### src/hdl/calc_config.svh
// calculator configuration constants
// register, column and delay line sizes plus keyboard settle time

`ifndef CALC_CONFIG_SVH
`define CALC_CONFIG_SVH

// working registers on the delay line, entry and accumulator
`define CALC_NUM_REGS 2

// digits per register
`define CALC_NUM_COLS 16

// one slot per digit of every register
`define CALC_DL_LENGTH (`CALC_NUM_REGS * `CALC_NUM_COLS)

// cycles a key is held before it counts as pressed
`define CALC_KEY_DELAY 8

`endif

### src/hdl/calc_pkg.sv
// calculator datapath types
// digit codes, delay line slot tags, opcodes and Johnson/BCD conversion

`include "calc_config.svh"

package calc_pkg;

    typedef logic [3:0] digit_t;
    typedef logic [4:0] johnson_t;
    typedef logic [3:0] col_t;

    typedef enum logic {
        REG_ENTRY,
        REG_ACC
    } reg_sel_e;

    // rev_start marks entry column 0, the first slot of a revolution
    typedef struct packed {
        reg_sel_e reg_sel;
        col_t     col;
        logic     rev_start;
    } slot_t;

    typedef enum logic [2:0] {
        OP_NONE,
        OP_DIGIT,
        OP_CLR_ENT,
        OP_CLR_ALL,
        OP_ENTER,
        OP_ADD
    } op_e;

    typedef struct packed {
        op_e    op;
        digit_t digit;
    } op_cmd_t;

    // column 0 sits in the low nibble
    typedef digit_t [`CALC_NUM_COLS-1:0] digits_t;

    // ring counter fills with ones from the bottom, then empties
    function automatic johnson_t to_johnson(input digit_t d);
        case (d)
            4'd1:    return 5'b00001;
            4'd2:    return 5'b00011;
            4'd3:    return 5'b00111;
            4'd4:    return 5'b01111;
            4'd5:    return 5'b11111;
            4'd6:    return 5'b11110;
            4'd7:    return 5'b11100;
            4'd8:    return 5'b11000;
            4'd9:    return 5'b10000;
            default: return 5'b00000;
        endcase
    endfunction

    // illegal ring states read back as hex F
    function automatic digit_t to_bcd(input johnson_t j);
        case (j)
            5'b00000: return 4'd0;
            5'b00001: return 4'd1;
            5'b00011: return 4'd2;
            5'b00111: return 4'd3;
            5'b01111: return 4'd4;
            5'b11111: return 4'd5;
            5'b11110: return 4'd6;
            5'b11100: return 4'd7;
            5'b11000: return 4'd8;
            5'b10000: return 4'd9;
            default:  return 4'hf;
        endcase
    endfunction

endpackage

### src/hdl/kbd_pkg.sv
// keyboard key codes
// one held key at a time, KEY_NONE when the keyboard is idle

package kbd_pkg;

    // digit keys are consecutive so the digit is an offset from KEY_0
    typedef enum logic [3:0] {
        KEY_NONE,
        KEY_0,
        KEY_1,
        KEY_2,
        KEY_3,
        KEY_4,
        KEY_5,
        KEY_6,
        KEY_7,
        KEY_8,
        KEY_9,
        KEY_CLR_ENT,
        KEY_CLR_ALL,
        KEY_ENTER,
        KEY_ADD
    } key_e;

endpackage

### src/hdl/keyboard_scanner.sv
// keyboard scanner
// settles a held key and gives one acknowledge and command per press

`timescale 1ns/1ps
`include "calc_config.svh"

module keyboard_scanner (
    input  logic              clk,
    input  logic              h_sc_rst,
    input  kbd_pkg::key_e     i_key,
    input  logic              i_lock,
    output logic              o_kbd_ack,
    output calc_pkg::op_cmd_t o_cmd
);

    localparam int CNT_W = $clog2(`CALC_KEY_DELAY + 1);

    kbd_pkg::key_e    prev_key;
    logic [CNT_W-1:0] settle_cnt;
    logic [CNT_W-1:0] held_cnt;
    logic             key_released;
    logic             key_down;

    assign key_down = (i_key != kbd_pkg::KEY_NONE);

    // a different key restarts the settle time
    assign held_cnt = (i_key == prev_key) ? settle_cnt : '0;

    assign o_kbd_ack = key_down && key_released && !i_lock
                       && (held_cnt == CNT_W'(`CALC_KEY_DELAY - 1));

    always_ff @(posedge clk) begin
        if (h_sc_rst) begin
            prev_key     <= kbd_pkg::KEY_NONE;
            settle_cnt   <= '0;
            key_released <= 1'b1;
        end else begin
            prev_key <= i_key;
            // counting stops while the keyboard is locked
            if (key_down && key_released && !i_lock)
                settle_cnt <= held_cnt + 1'b1;
            else
                settle_cnt <= '0;
            if (!key_down)
                key_released <= 1'b1;
            else if (o_kbd_ack)
                key_released <= 1'b0;
        end
    end

    // key encoder
    always_comb begin
        o_cmd.op    = calc_pkg::OP_NONE;
        o_cmd.digit = '0;
        case (i_key)
            kbd_pkg::KEY_NONE:    o_cmd.op = calc_pkg::OP_NONE;
            kbd_pkg::KEY_CLR_ENT: o_cmd.op = calc_pkg::OP_CLR_ENT;
            kbd_pkg::KEY_CLR_ALL: o_cmd.op = calc_pkg::OP_CLR_ALL;
            kbd_pkg::KEY_ENTER:   o_cmd.op = calc_pkg::OP_ENTER;
            kbd_pkg::KEY_ADD:     o_cmd.op = calc_pkg::OP_ADD;
            default: begin
                o_cmd.op    = calc_pkg::OP_DIGIT;
                o_cmd.digit = calc_pkg::digit_t'(i_key - kbd_pkg::KEY_0);
            end
        endcase
    end

endmodule

### src/hdl/sequence_control.sv
// sequence control
// holds a keyed command and runs it over one full delay line revolution

`timescale 1ns/1ps
`include "calc_config.svh"

module sequence_control (
    input  logic              clk,
    input  logic              h_sc_rst,
    input  logic              i_cmd_stb,
    input  calc_pkg::op_cmd_t i_cmd,
    input  calc_pkg::slot_t   i_slot,
    output calc_pkg::op_cmd_t o_active,
    output logic              o_lock
);

    localparam int CNT_W = $clog2(`CALC_DL_LENGTH);

    typedef enum logic [1:0] {
        IDLE,
        WAIT_REV,
        RUN
    } state_e;

    state_e            state;
    calc_pkg::op_cmd_t cmd_q;
    logic [CNT_W-1:0]  slot_cnt;
    logic              run_now;

    // work starts on the rev_start slot itself
    assign run_now = (state == RUN) || ((state == WAIT_REV) && i_slot.rev_start);
    assign o_lock  = (state != IDLE);

    always_comb begin
        o_active = cmd_q;
        if (!run_now) begin
            o_active.op    = calc_pkg::OP_NONE;
            o_active.digit = '0;
        end
    end

    always_ff @(posedge clk) begin
        if (h_sc_rst) begin
            state    <= IDLE;
            slot_cnt <= '0;
        end else begin
            case (state)
                IDLE: begin
                    if (i_cmd_stb)
                        state <= WAIT_REV;
                end
                WAIT_REV: begin
                    if (i_slot.rev_start) begin
                        state    <= RUN;
                        slot_cnt <= CNT_W'(1);
                    end
                end
                RUN: begin
                    // home again after the last slot of the revolution
                    if (slot_cnt == CNT_W'(`CALC_DL_LENGTH - 1))
                        state <= IDLE;
                    slot_cnt <= slot_cnt + 1'b1;
                end
                default: state <= IDLE;
            endcase
        end
    end

    always_ff @(posedge clk) begin
        if (i_cmd_stb && (state == IDLE))
            cmd_q <= i_cmd;
    end

endmodule

### src/hdl/delay_line.sv
// recirculating digit store
// Johnson coded shift line with its timing chain slot tags

`timescale 1ns/1ps
`include "calc_config.svh"

module delay_line (
    input  logic               clk,
    input  logic               h_sc_rst,
    input  calc_pkg::johnson_t i_wr_code,
    output calc_pkg::johnson_t o_rd_code,
    output calc_pkg::slot_t    o_slot
);

    localparam int SLOT_W = $clog2(`CALC_DL_LENGTH);

    calc_pkg::johnson_t line_q [`CALC_DL_LENGTH];

    // timing chain, register index in bit 0 and column above it
    logic [SLOT_W-1:0] slot_cnt;

    always_ff @(posedge clk) begin
        if (h_sc_rst) begin
            for (int i = 0; i < `CALC_DL_LENGTH; i++) begin
                line_q[i] <= '0;
            end
            slot_cnt <= '0;
        end else begin
            line_q[0] <= i_wr_code;
            for (int i = 1; i < `CALC_DL_LENGTH; i++) begin
                line_q[i] <= line_q[i-1];
            end
            slot_cnt <= slot_cnt + 1'b1;
        end
    end

    assign o_rd_code = line_q[`CALC_DL_LENGTH-1];

    // entry digit of a column passes just ahead of its accumulator digit
    always_comb begin
        o_slot.reg_sel   = calc_pkg::reg_sel_e'(slot_cnt[0]);
        o_slot.col       = slot_cnt[SLOT_W-1:1];
        o_slot.rev_start = (slot_cnt == '0);
    end

endmodule

### src/hdl/digit_processor.sv
// serial digit processor
// entry shift, clears, transfer and BCD add applied one slot at a time

`timescale 1ns/1ps
`include "calc_config.svh"

module digit_processor (
    input  logic               clk,
    input  logic               h_sc_rst,
    input  calc_pkg::op_cmd_t  i_active,
    input  calc_pkg::johnson_t i_rd_code,
    input  calc_pkg::slot_t    i_slot,
    output calc_pkg::johnson_t o_wr_code,
    output logic               o_overflow
);

    // all zeros is the code for digit 0
    localparam calc_pkg::johnson_t BLANK = '0;

    calc_pkg::digit_t rd_digit;
    calc_pkg::digit_t prev_entry;
    calc_pkg::digit_t shift_in;
    calc_pkg::digit_t sum_digit;
    logic [4:0]       sum_raw;
    logic             carry_q;
    logic             carry_in;
    logic             carry_out;
    logic             is_entry;
    logic             last_col;

    assign rd_digit = calc_pkg::to_bcd(i_rd_code);
    assign is_entry = (i_slot.reg_sel == calc_pkg::REG_ENTRY);
    assign last_col = (i_slot.col == calc_pkg::col_t'(`CALC_NUM_COLS - 1));

    // keyed digit enters column 0, the rest move up one column
    assign shift_in = (i_slot.col == '0) ? i_active.digit : prev_entry;

    // no carry into the least significant column
    assign carry_in  = (i_slot.col == '0) ? 1'b0 : carry_q;
    assign sum_raw   = 5'(rd_digit) + 5'(prev_entry) + 5'(carry_in);
    assign carry_out = (sum_raw > 5'd9);
    assign sum_digit = carry_out ? calc_pkg::digit_t'(sum_raw - 5'd10) : sum_raw[3:0];

    always_comb begin
        o_wr_code = i_rd_code;
        case (i_active.op)
            calc_pkg::OP_DIGIT: begin
                if (is_entry)
                    o_wr_code = calc_pkg::to_johnson(shift_in);
            end
            calc_pkg::OP_CLR_ENT: begin
                if (is_entry)
                    o_wr_code = BLANK;
            end
            calc_pkg::OP_CLR_ALL: o_wr_code = BLANK;
            calc_pkg::OP_ENTER: begin
                o_wr_code = is_entry ? BLANK : calc_pkg::to_johnson(prev_entry);
            end
            calc_pkg::OP_ADD: begin
                o_wr_code = is_entry ? BLANK : calc_pkg::to_johnson(sum_digit);
            end
            default: o_wr_code = i_rd_code;
        endcase
    end

    // old entry digit, for the next column's shift or this column's accumulator slot
    always_ff @(posedge clk) begin
        if (is_entry)
            prev_entry <= rd_digit;
    end

    always_ff @(posedge clk) begin
        if (h_sc_rst) begin
            carry_q    <= 1'b0;
            o_overflow <= 1'b0;
        end else begin
            if ((i_active.op == calc_pkg::OP_ADD) && !is_entry) begin
                carry_q <= carry_out;
                // carry out of the top column lights the lamp
                if (last_col && carry_out)
                    o_overflow <= 1'b1;
            end
            if (i_active.op == calc_pkg::OP_CLR_ALL)
                o_overflow <= 1'b0;
        end
    end

endmodule

### src/hdl/register_snapshot.sv
// register snapshot
// decodes the written delay line stream into BCD copies of both registers

`timescale 1ns/1ps

module register_snapshot (
    input  logic               clk,
    input  logic               h_sc_rst,
    input  calc_pkg::johnson_t i_wr_code,
    input  calc_pkg::slot_t    i_slot,
    output calc_pkg::digits_t  o_entry,
    output calc_pkg::digits_t  o_acc
);

    calc_pkg::johnson_t wr_q;
    calc_pkg::slot_t    slot_q;
    calc_pkg::digit_t   wr_digit;

    assign wr_digit = calc_pkg::to_bcd(wr_q);

    always_ff @(posedge clk) begin
        if (h_sc_rst) begin
            wr_q    <= '0;
            slot_q  <= '0;
            o_entry <= '0;
            o_acc   <= '0;
        end else begin
            wr_q   <= i_wr_code;
            slot_q <= i_slot;
            if (slot_q.reg_sel == calc_pkg::REG_ENTRY)
                o_entry[slot_q.col] <= wr_digit;
            else
                o_acc[slot_q.col] <= wr_digit;
        end
    end

endmodule

### src/hdl/ec130_core.sv
// calculator core top level
// keyboard, sequencing, delay line, digit arithmetic and register readout

`timescale 1ns/1ps

module ec130_core (
    input  logic              clk,
    input  logic              h_sc_rst,
    input  kbd_pkg::key_e     i_key,
    output logic              o_kbd_ack,
    output logic              o_lock,
    output logic              o_overflow,
    output calc_pkg::digits_t o_entry,
    output calc_pkg::digits_t o_acc
);

    calc_pkg::op_cmd_t  key_cmd;
    calc_pkg::op_cmd_t  active_cmd;
    calc_pkg::johnson_t rd_code;
    calc_pkg::johnson_t wr_code;
    calc_pkg::slot_t    slot;

    keyboard_scanner u_keyboard_scanner (
        .clk       (clk),
        .h_sc_rst  (h_sc_rst),
        .i_key     (i_key),
        .i_lock    (o_lock),
        .o_kbd_ack (o_kbd_ack),
        .o_cmd     (key_cmd)
    );

    sequence_control u_sequence_control (
        .clk       (clk),
        .h_sc_rst  (h_sc_rst),
        .i_cmd_stb (o_kbd_ack),
        .i_cmd     (key_cmd),
        .i_slot    (slot),
        .o_active  (active_cmd),
        .o_lock    (o_lock)
    );

    delay_line u_delay_line (
        .clk       (clk),
        .h_sc_rst  (h_sc_rst),
        .i_wr_code (wr_code),
        .o_rd_code (rd_code),
        .o_slot    (slot)
    );

    digit_processor u_digit_processor (
        .clk        (clk),
        .h_sc_rst   (h_sc_rst),
        .i_active   (active_cmd),
        .i_rd_code  (rd_code),
        .i_slot     (slot),
        .o_wr_code  (wr_code),
        .o_overflow (o_overflow)
    );

    register_snapshot u_register_snapshot (
        .clk       (clk),
        .h_sc_rst  (h_sc_rst),
        .i_wr_code (wr_code),
        .i_slot    (slot),
        .o_entry   (o_entry),
        .o_acc     (o_acc)
    );

endmodule

### config.mk
export PLATFORM = sky130hd
export DESIGN_NAME = ec130_core
export DESIGN_NICKNAME = d
export VERILOG_FILES = /design/src/hdl/calc_pkg.sv /design/src/hdl/kbd_pkg.sv /design/src/hdl/keyboard_scanner.sv /design/src/hdl/sequence_control.sv /design/src/hdl/delay_line.sv /design/src/hdl/digit_processor.sv /design/src/hdl/register_snapshot.sv /design/src/hdl/ec130_core.sv
export VERILOG_INCLUDE_DIRS = /design/src /design/src/hdl
export SDC_FILE = /design/constraint.sdc
export NUM_CORES = 1
export LEC_CHECK = 0
export ABC_AREA = 1
export BUFFER_PORTS_ARGS = -buffer_cell sky130_fd_sc_hd__buf_2
export CAP_MARGIN = 40
export CORE_ASPECT_RATIO = 1.2
export CORE_MARGIN = 3
export CORE_UTILIZATION = 50
export DETAILED_ROUTE_END_ITERATION = 12
export PLACE_DENSITY = 0.75
export REMOVE_ABC_BUFFERS = 1
export SYNTH_ARGS = -nofsm -noshare
export SYNTH_HDL_FRONTEND = slang
export SYNTH_HIERARCHICAL = 1
export SYNTH_SLANG_ARGS = --single-unit
### constraint.sdc
create_clock -name clk -period 5.36 [get_ports clk]
set_input_delay 1.072 -clock clk [delete_from_list [all_inputs] [get_ports clk]]
set_output_delay 1.072 -clock clk [all_outputs]
set_load 0.005 [all_outputs]
# ---- Word level (Yosys, flattened, before mapping)
# Memory sizes are Yosys's and may differ from the RTL's. A register that Yosys moved wholly into a read port is not among the register bits.
# Cells that the tools add are included.
dict set report totals {
  register_bits 167
  mem_bits_rw 160
  rom_bits 496
  input_bits 6
  output_inout_bits 131
  n_memories 6
}
dict set report op_classes {
  add_sub_neg 7
  n_lt_le_gt_ge 3
  n_eq_ne 18
  mux 58
  n_bitwise 34
  reduce_logical 24
}
# name words word_bits rd rd_ports_with_merged_regs write_ports line_no
set memory_table {}
lappend memory_table {u_delay_line.line_q 32 5 32 0 32 delay_line.sv:17} ;# calc_pkg::johnson_t line_q [`CALC_DL_LENGTH];
lappend memory_table {{(name not given)} 32 4 1 0 0 calc_pkg.sv:59} ;# case (j)
lappend memory_table {{(name not given)} 32 4 1 1 0 calc_pkg.sv:59}
lappend memory_table {{(name not given)} 16 5 1 0 0 calc_pkg.sv:43} ;# case (d)
lappend memory_table {{(name not given)} 16 5 1 1 0 calc_pkg.sv:43}
lappend memory_table {{(name not given)} 16 5 1 0 0 calc_pkg.sv:43}
# op count
set ops {}
lappend ops {{$mux W5} 38}
lappend ops {{$bwmux W64} 2}
lappend ops {{$or A1 B1 Y1} 32}
lappend ops {{$pmux W5 S5} 1}
lappend ops {{$eq A4 B4 Y1 const B} 5}
lappend ops {{$mux W4} 5}
lappend ops {{$demux W4 S4} 1}
lappend ops {{$pmux W3 S5} 1}
lappend ops {{$add A5 B1 Y5 const B} 2}
lappend ops {{$pmux W5 S2} 1}
lappend ops {{$logic_and A1 B1 Y1} 8}
lappend ops {{$logic_not A4 Y1} 2}
lappend ops {{$mux W7} 1}
lappend ops {{$eq A3 B2 Y1 const B} 2}
lappend ops {{$eq A3 B3 Y1 const B} 2}
lappend ops {{$mux W2} 3}
lappend ops {{$pmux W2 S3} 1}
lappend ops {{$reduce_or A2 Y1} 3}
lappend ops {{$add A4 B4 Y5} 1}
lappend ops {{$add A5 B1 Y5} 1}
lappend ops {{$eq A5 B5 Y1 const B} 1}
lappend ops {{$gt A5 B4 Y1 const B} 1}
lappend ops {{$logic_not A5 Y1} 1}
lappend ops {{$lt A4 B5 Y1 const B} 1}
lappend ops {{other kinds (21)} 28}

# ---- Depth between registers and ports, before layout
# An unclocked memory read counts as a cell.
dict set report logic_depth {
  ltp_word 9
  depth_mapped 37
}

# ---- Hierarchy
# The synthesis kept the hierarchy.
# module instances cells_per_inst area_per_inst_um2 seq_area_each_um2
set by_module_without_submodules {}
lappend by_module_without_submodules {register_snapshot 1 851 5753.0 2742.6}
lappend by_module_without_submodules {delay_line 1 532 4853.4 3303.2}
lappend by_module_without_submodules {digit_processor 1 230 1480.2 260.2}
lappend by_module_without_submodules {sequence_control 1 75 648.1 350.3}
lappend by_module_without_submodules {keyboard_scanner 1 95 628.1 180.2}

# ---- Worst setup path before layout
# No wires, ideal clock.
dict set report synth_path {
  path_kind {register to register}
  startpoint {memory u_delay_line/line_q[7][15] (netlist name)}
  endpoint {register, netlist name u_register_snapshot/wr_digit[0]}
  setup_ns 0.112
  t_arrival_ns 3.743
  t_required_ns 5.248
  slack_ns 1.505
  stages_incl_launch_ff 34
  n_path_buf 1
  path_cell_list {dfxtp_1 > buf_4 > ha_1 > nand3_1 > o31ai_1 > nand2_1 > nand2_1 > fa_1 > inv_1 > fa_1 > inv_1 > ha_1 > nand2_1 > nand2_1 > nand2_1 > inv_2 > nand2_8 > nand2_8 > nand2_4 > nand2_4 > inv_2 > nor2_4 > nand3_2 > a21oi_2 > inv_1 > nor2_1 > inv_1 > ha_1 > inv_1 > nand2_1 > nand2_1 > nand2_1 > nand2_1 > nand2_1}
}
# element line_no
set synth_lines {}
lappend synth_lines {{start, declared} delay_line.sv:17}

==> summary.txt <==
Run status
  • Status: finished clean

GRT
  • Overflow after GRT: 0
  • Tot GR Track Use: 0.1909
  • First-pass GRT wire length: 46,530 um
  • Initial antenna violation count: 0
  • Pin count of the biggest net entering global routing: 193
  • Vias in the first global route: 9,946

Cells and area
  • FF/Latch Area: 6838 um^2
  • Commonest cells after routing, fill and taps aside: 356 x inv_1, 340 x nor2_1, 325 x nand2_1
  • Synthesis-to-finish area growth: 13.83%
  • Commonest non-fill, non-tap cell in the layout: inv_1
  • Multi-input logic area: 4702 um^2
  • Final Non-Filler Cells: 2,245
  • Layout cells sized above 1: 0.1358
  • Final #Nets: 1,921
  • # fillers: 2,326
  • N_diodes: 0

Setup path
  • Reg-to-reg endpoint: u_register_snapshot/wr_digit[0]$_DFF_P_
  • R2R depth: 31
  • Reg2reg start: u_delay_line/line_q[7][15]$_SDFF_PP0_
  • Worst setup path startpoint: u_delay_line/line_q[7][15]$_SDFF_PP0_
  • Crit path required time: 5750 ps
  • CP dominant cell by count: nand2_1
  • Worst EP arrival: 4640 ps
  • Kind of critical path: flop to flop
  • Critical path startpoint category: flop
  • CP max FO: 6
  • Slowest CP cell: fa_1
  • CP max stage delay: 560 ps
  • Worst Setup End Kind: flop
  • R2R setup slack: 1120 ps

Timing
  • Crit share post-route: 0.7916
  • Achievable Freq: 235.7 MHz
  • Slew at the pin closest to its max-slew limit: 790.4 ps
  • RSZ-0062 raised after global routing: no
  • Fin. max-slew vios: 0
  • Setup Viol. Count Final: 0
  • Final setup TNS: 0 ps
  • Clk_skew: 19.98 ps
  • Slew margin rel.: 0.4731
  • Minimum clock period after layout: 4243 ps
  • Final Hold Vio Count: 0

Route
  • Post-route ant nets: 0
  • DRC viols: 0
  • Drt total wl: 27,610 um
  • Vias per cell: 4.767
  • DR vias: 10,700
  • Drt pass-1 iters: 7
  • Iteration-0 DRC Markers: 747
  • Routed len/inst: 12.30 um

Place
  • Dpl hpwl: 18,500 um
  • IO Port Bufs: 136
  • Routability Congestion: 0.8678
  • Inst Count DP: 2,187

Floorplanning
  • Row count: 64
  • Die width: 155.2 um
  • I/O Pins: 137
  • Initial core utilization: 0.5166
  • Die Y: 185.1 um
  • CORE AREA: 25,860 um^2
  • Die area: 28,730 um^2

Yosys
  • Ys async rst share: 0
  • Ys Warns: 6
  • Mapped Avg Cell Area: 7.495 um^2
  • Synthesis-stage register bit count: 336
  • Largest cells by area after synthesis: dfxtp_1 49%, inv_1 10%, nor2_1 9.6%
  • Syn Inst Count: 1,783
  • Sequential area share after synthesis: 0.5116
  • Post-Syn Area: 13,360 um^2
  • Unique masters post-synth: 43
  • Top_reg_cell synth: dfxtp_1
  • Post-synth EDFFs: 11
  • Synth top area share: 0.4869
  • Largest area contributor in the netlist: dfxtp_1

Clock tree
  • Resize count post-CTS: 0
  • Max Buffers Root-to-Sink: 3
  • CTS Hold Bufs: 0
  • Clk root buf: clkbuf_16
  • Clk sinks: 336
  • Htree depth: 2
  • TritonCTS buffer count: 34
  • Post-CTS Setup Bufs: 0
  • TritonCTS clock tree: built
  • Reg clk slew, reported paths: 60 ps
  • Clock Latency Late Sink: 510 ps

Min path
  • Hold Path Class: flop to flop
  • Worst Hold Path EP: u_delay_line/line_q[1][14]$_SDFF_PP0_
  • Worst hold path startpoint: u_delay_line/line_q[1][9]$_SDFF_PP0_
  • Worst hold stages: 2

Power
  • Max VDD drop: 231.4 uV
  • Leakage Power: 6.935 nW
  • Cell Pwr Density: 327.5 nW/um^2
  • Power, Total: 4.981 mW

Flow run
  • Max capacitance violation total: 0
-- worst max-delay path by stage --
stage                                         endpoint  slack [ps]
4_1_cts        u_register_snapshot/wr_digit[0]$_DFF_P_        1120
3_5_place_dp   u_register_snapshot/wr_digit[0]$_DFF_P_        1140
2_1_floorplan  u_register_snapshot/wr_digit[0]$_DFF_P_        1470
3_3_place_gp   u_register_snapshot/wr_digit[0]$_DFF_P_        1240
6_report       u_register_snapshot/wr_digit[0]$_DFF_P_        1120
5_1_grt        u_register_snapshot/wr_digit[0]$_DFF_P_         650
-- sequential cells by signal (all words and copies together), names as in the netlist, 2 cells and up, named ones only --
name / flops
u_delay_line/line_q: 160
u_delay_line/slot_cnt: 5
u_digit_processor/prev_entry: 4
u_keyboard_scanner/prev_key: 4
u_keyboard_scanner/settle_cnt: 4
u_register_snapshot/o_acc: 64
u_register_snapshot/o_entry: 64
u_register_snapshot/slot_q: 5
u_register_snapshot/wr_digit: 4
u_sequence_control/cmd_q: 7
u_sequence_control/slot_cnt: 5
u_sequence_control/state: 2
-- cells by family (layout without fill, tap and decap cells) --
| kind of cell | Yosys count | count (layout) | share of synthesized area |
|---|---|---|---|
| flip-flops | 336 | 336 | 0.5116 |
| adder cells (fa/ha/maj) | 22 | 22 | 0.02172 |
| AO/OA/AOI/OAI | 116 | 116 | 0.04803 |
| AND/OR/NAND/NOR | 862 | 862 | 0.2798 |
| buffers and inverters | 444 | 576 | 0.1369 |
| XOR/XNOR | 3 | 3 | 0.001967 |
-- power by group --
part / leakage [nW] / switching [mW] / total [mW] / internal (mW)
Clock: 0.526 / 0.931 / 2.27 / 1.34
Combinational: 3.68 / 0.138 / 0.185 / 0.0467
Sequential: 2.73 / 0.00729 / 2.53 / 2.52
-- critical path: cells and delay by family, from the launching register on --
family          cells  cell delay, ps
fa+ha+maj           5            1530
compound gates      2             400
simple gates       16            1160
buf+inv             8             590
flops               1             430
-- through the flow --
step	instance area [um^2]	setup WS, ps	util	hold WS, ps
floorplan	12930	1472	-	388.3
global placement	14120	1237	0.5459	388.6
detailed placement	14140	1141	0.5467	392.6
CTS	15210	1121	0.5881	394.5
global route	15210	651.1	0.5881	413.2
finish	15210	1117	0.5881	393.4
-- synth_stat cells (all sizes together) (5+ instances only) --
master  number
edfxtp      11
nand3       90
ha          20
clkbuf      32
nor3         5
dfxtp      325
nand2      342
buf         41
nand4       62
nor2       357
o21ai       26
inv        368
a21oi       80
-- cell type report --
type	count	share of cell area
flip-flops and latches	336	0.4495
well taps	330	0.02714
clock inverters	10	0.008308
multi-input cells	1003	0.3091
repair buffers	147	0.05223
clock buffers	48	0.06210
inverters	371	0.09155
-- per-layer routing --
metal / GRT usage / wire length (um)
met4: 0.05779 / 656
met3: 0.03155 / 1644
met5: 0 / 0
met1: 0.2438 / 12050
met2: 0.3330 / 13250
Power figures use the tool's default switching activity.
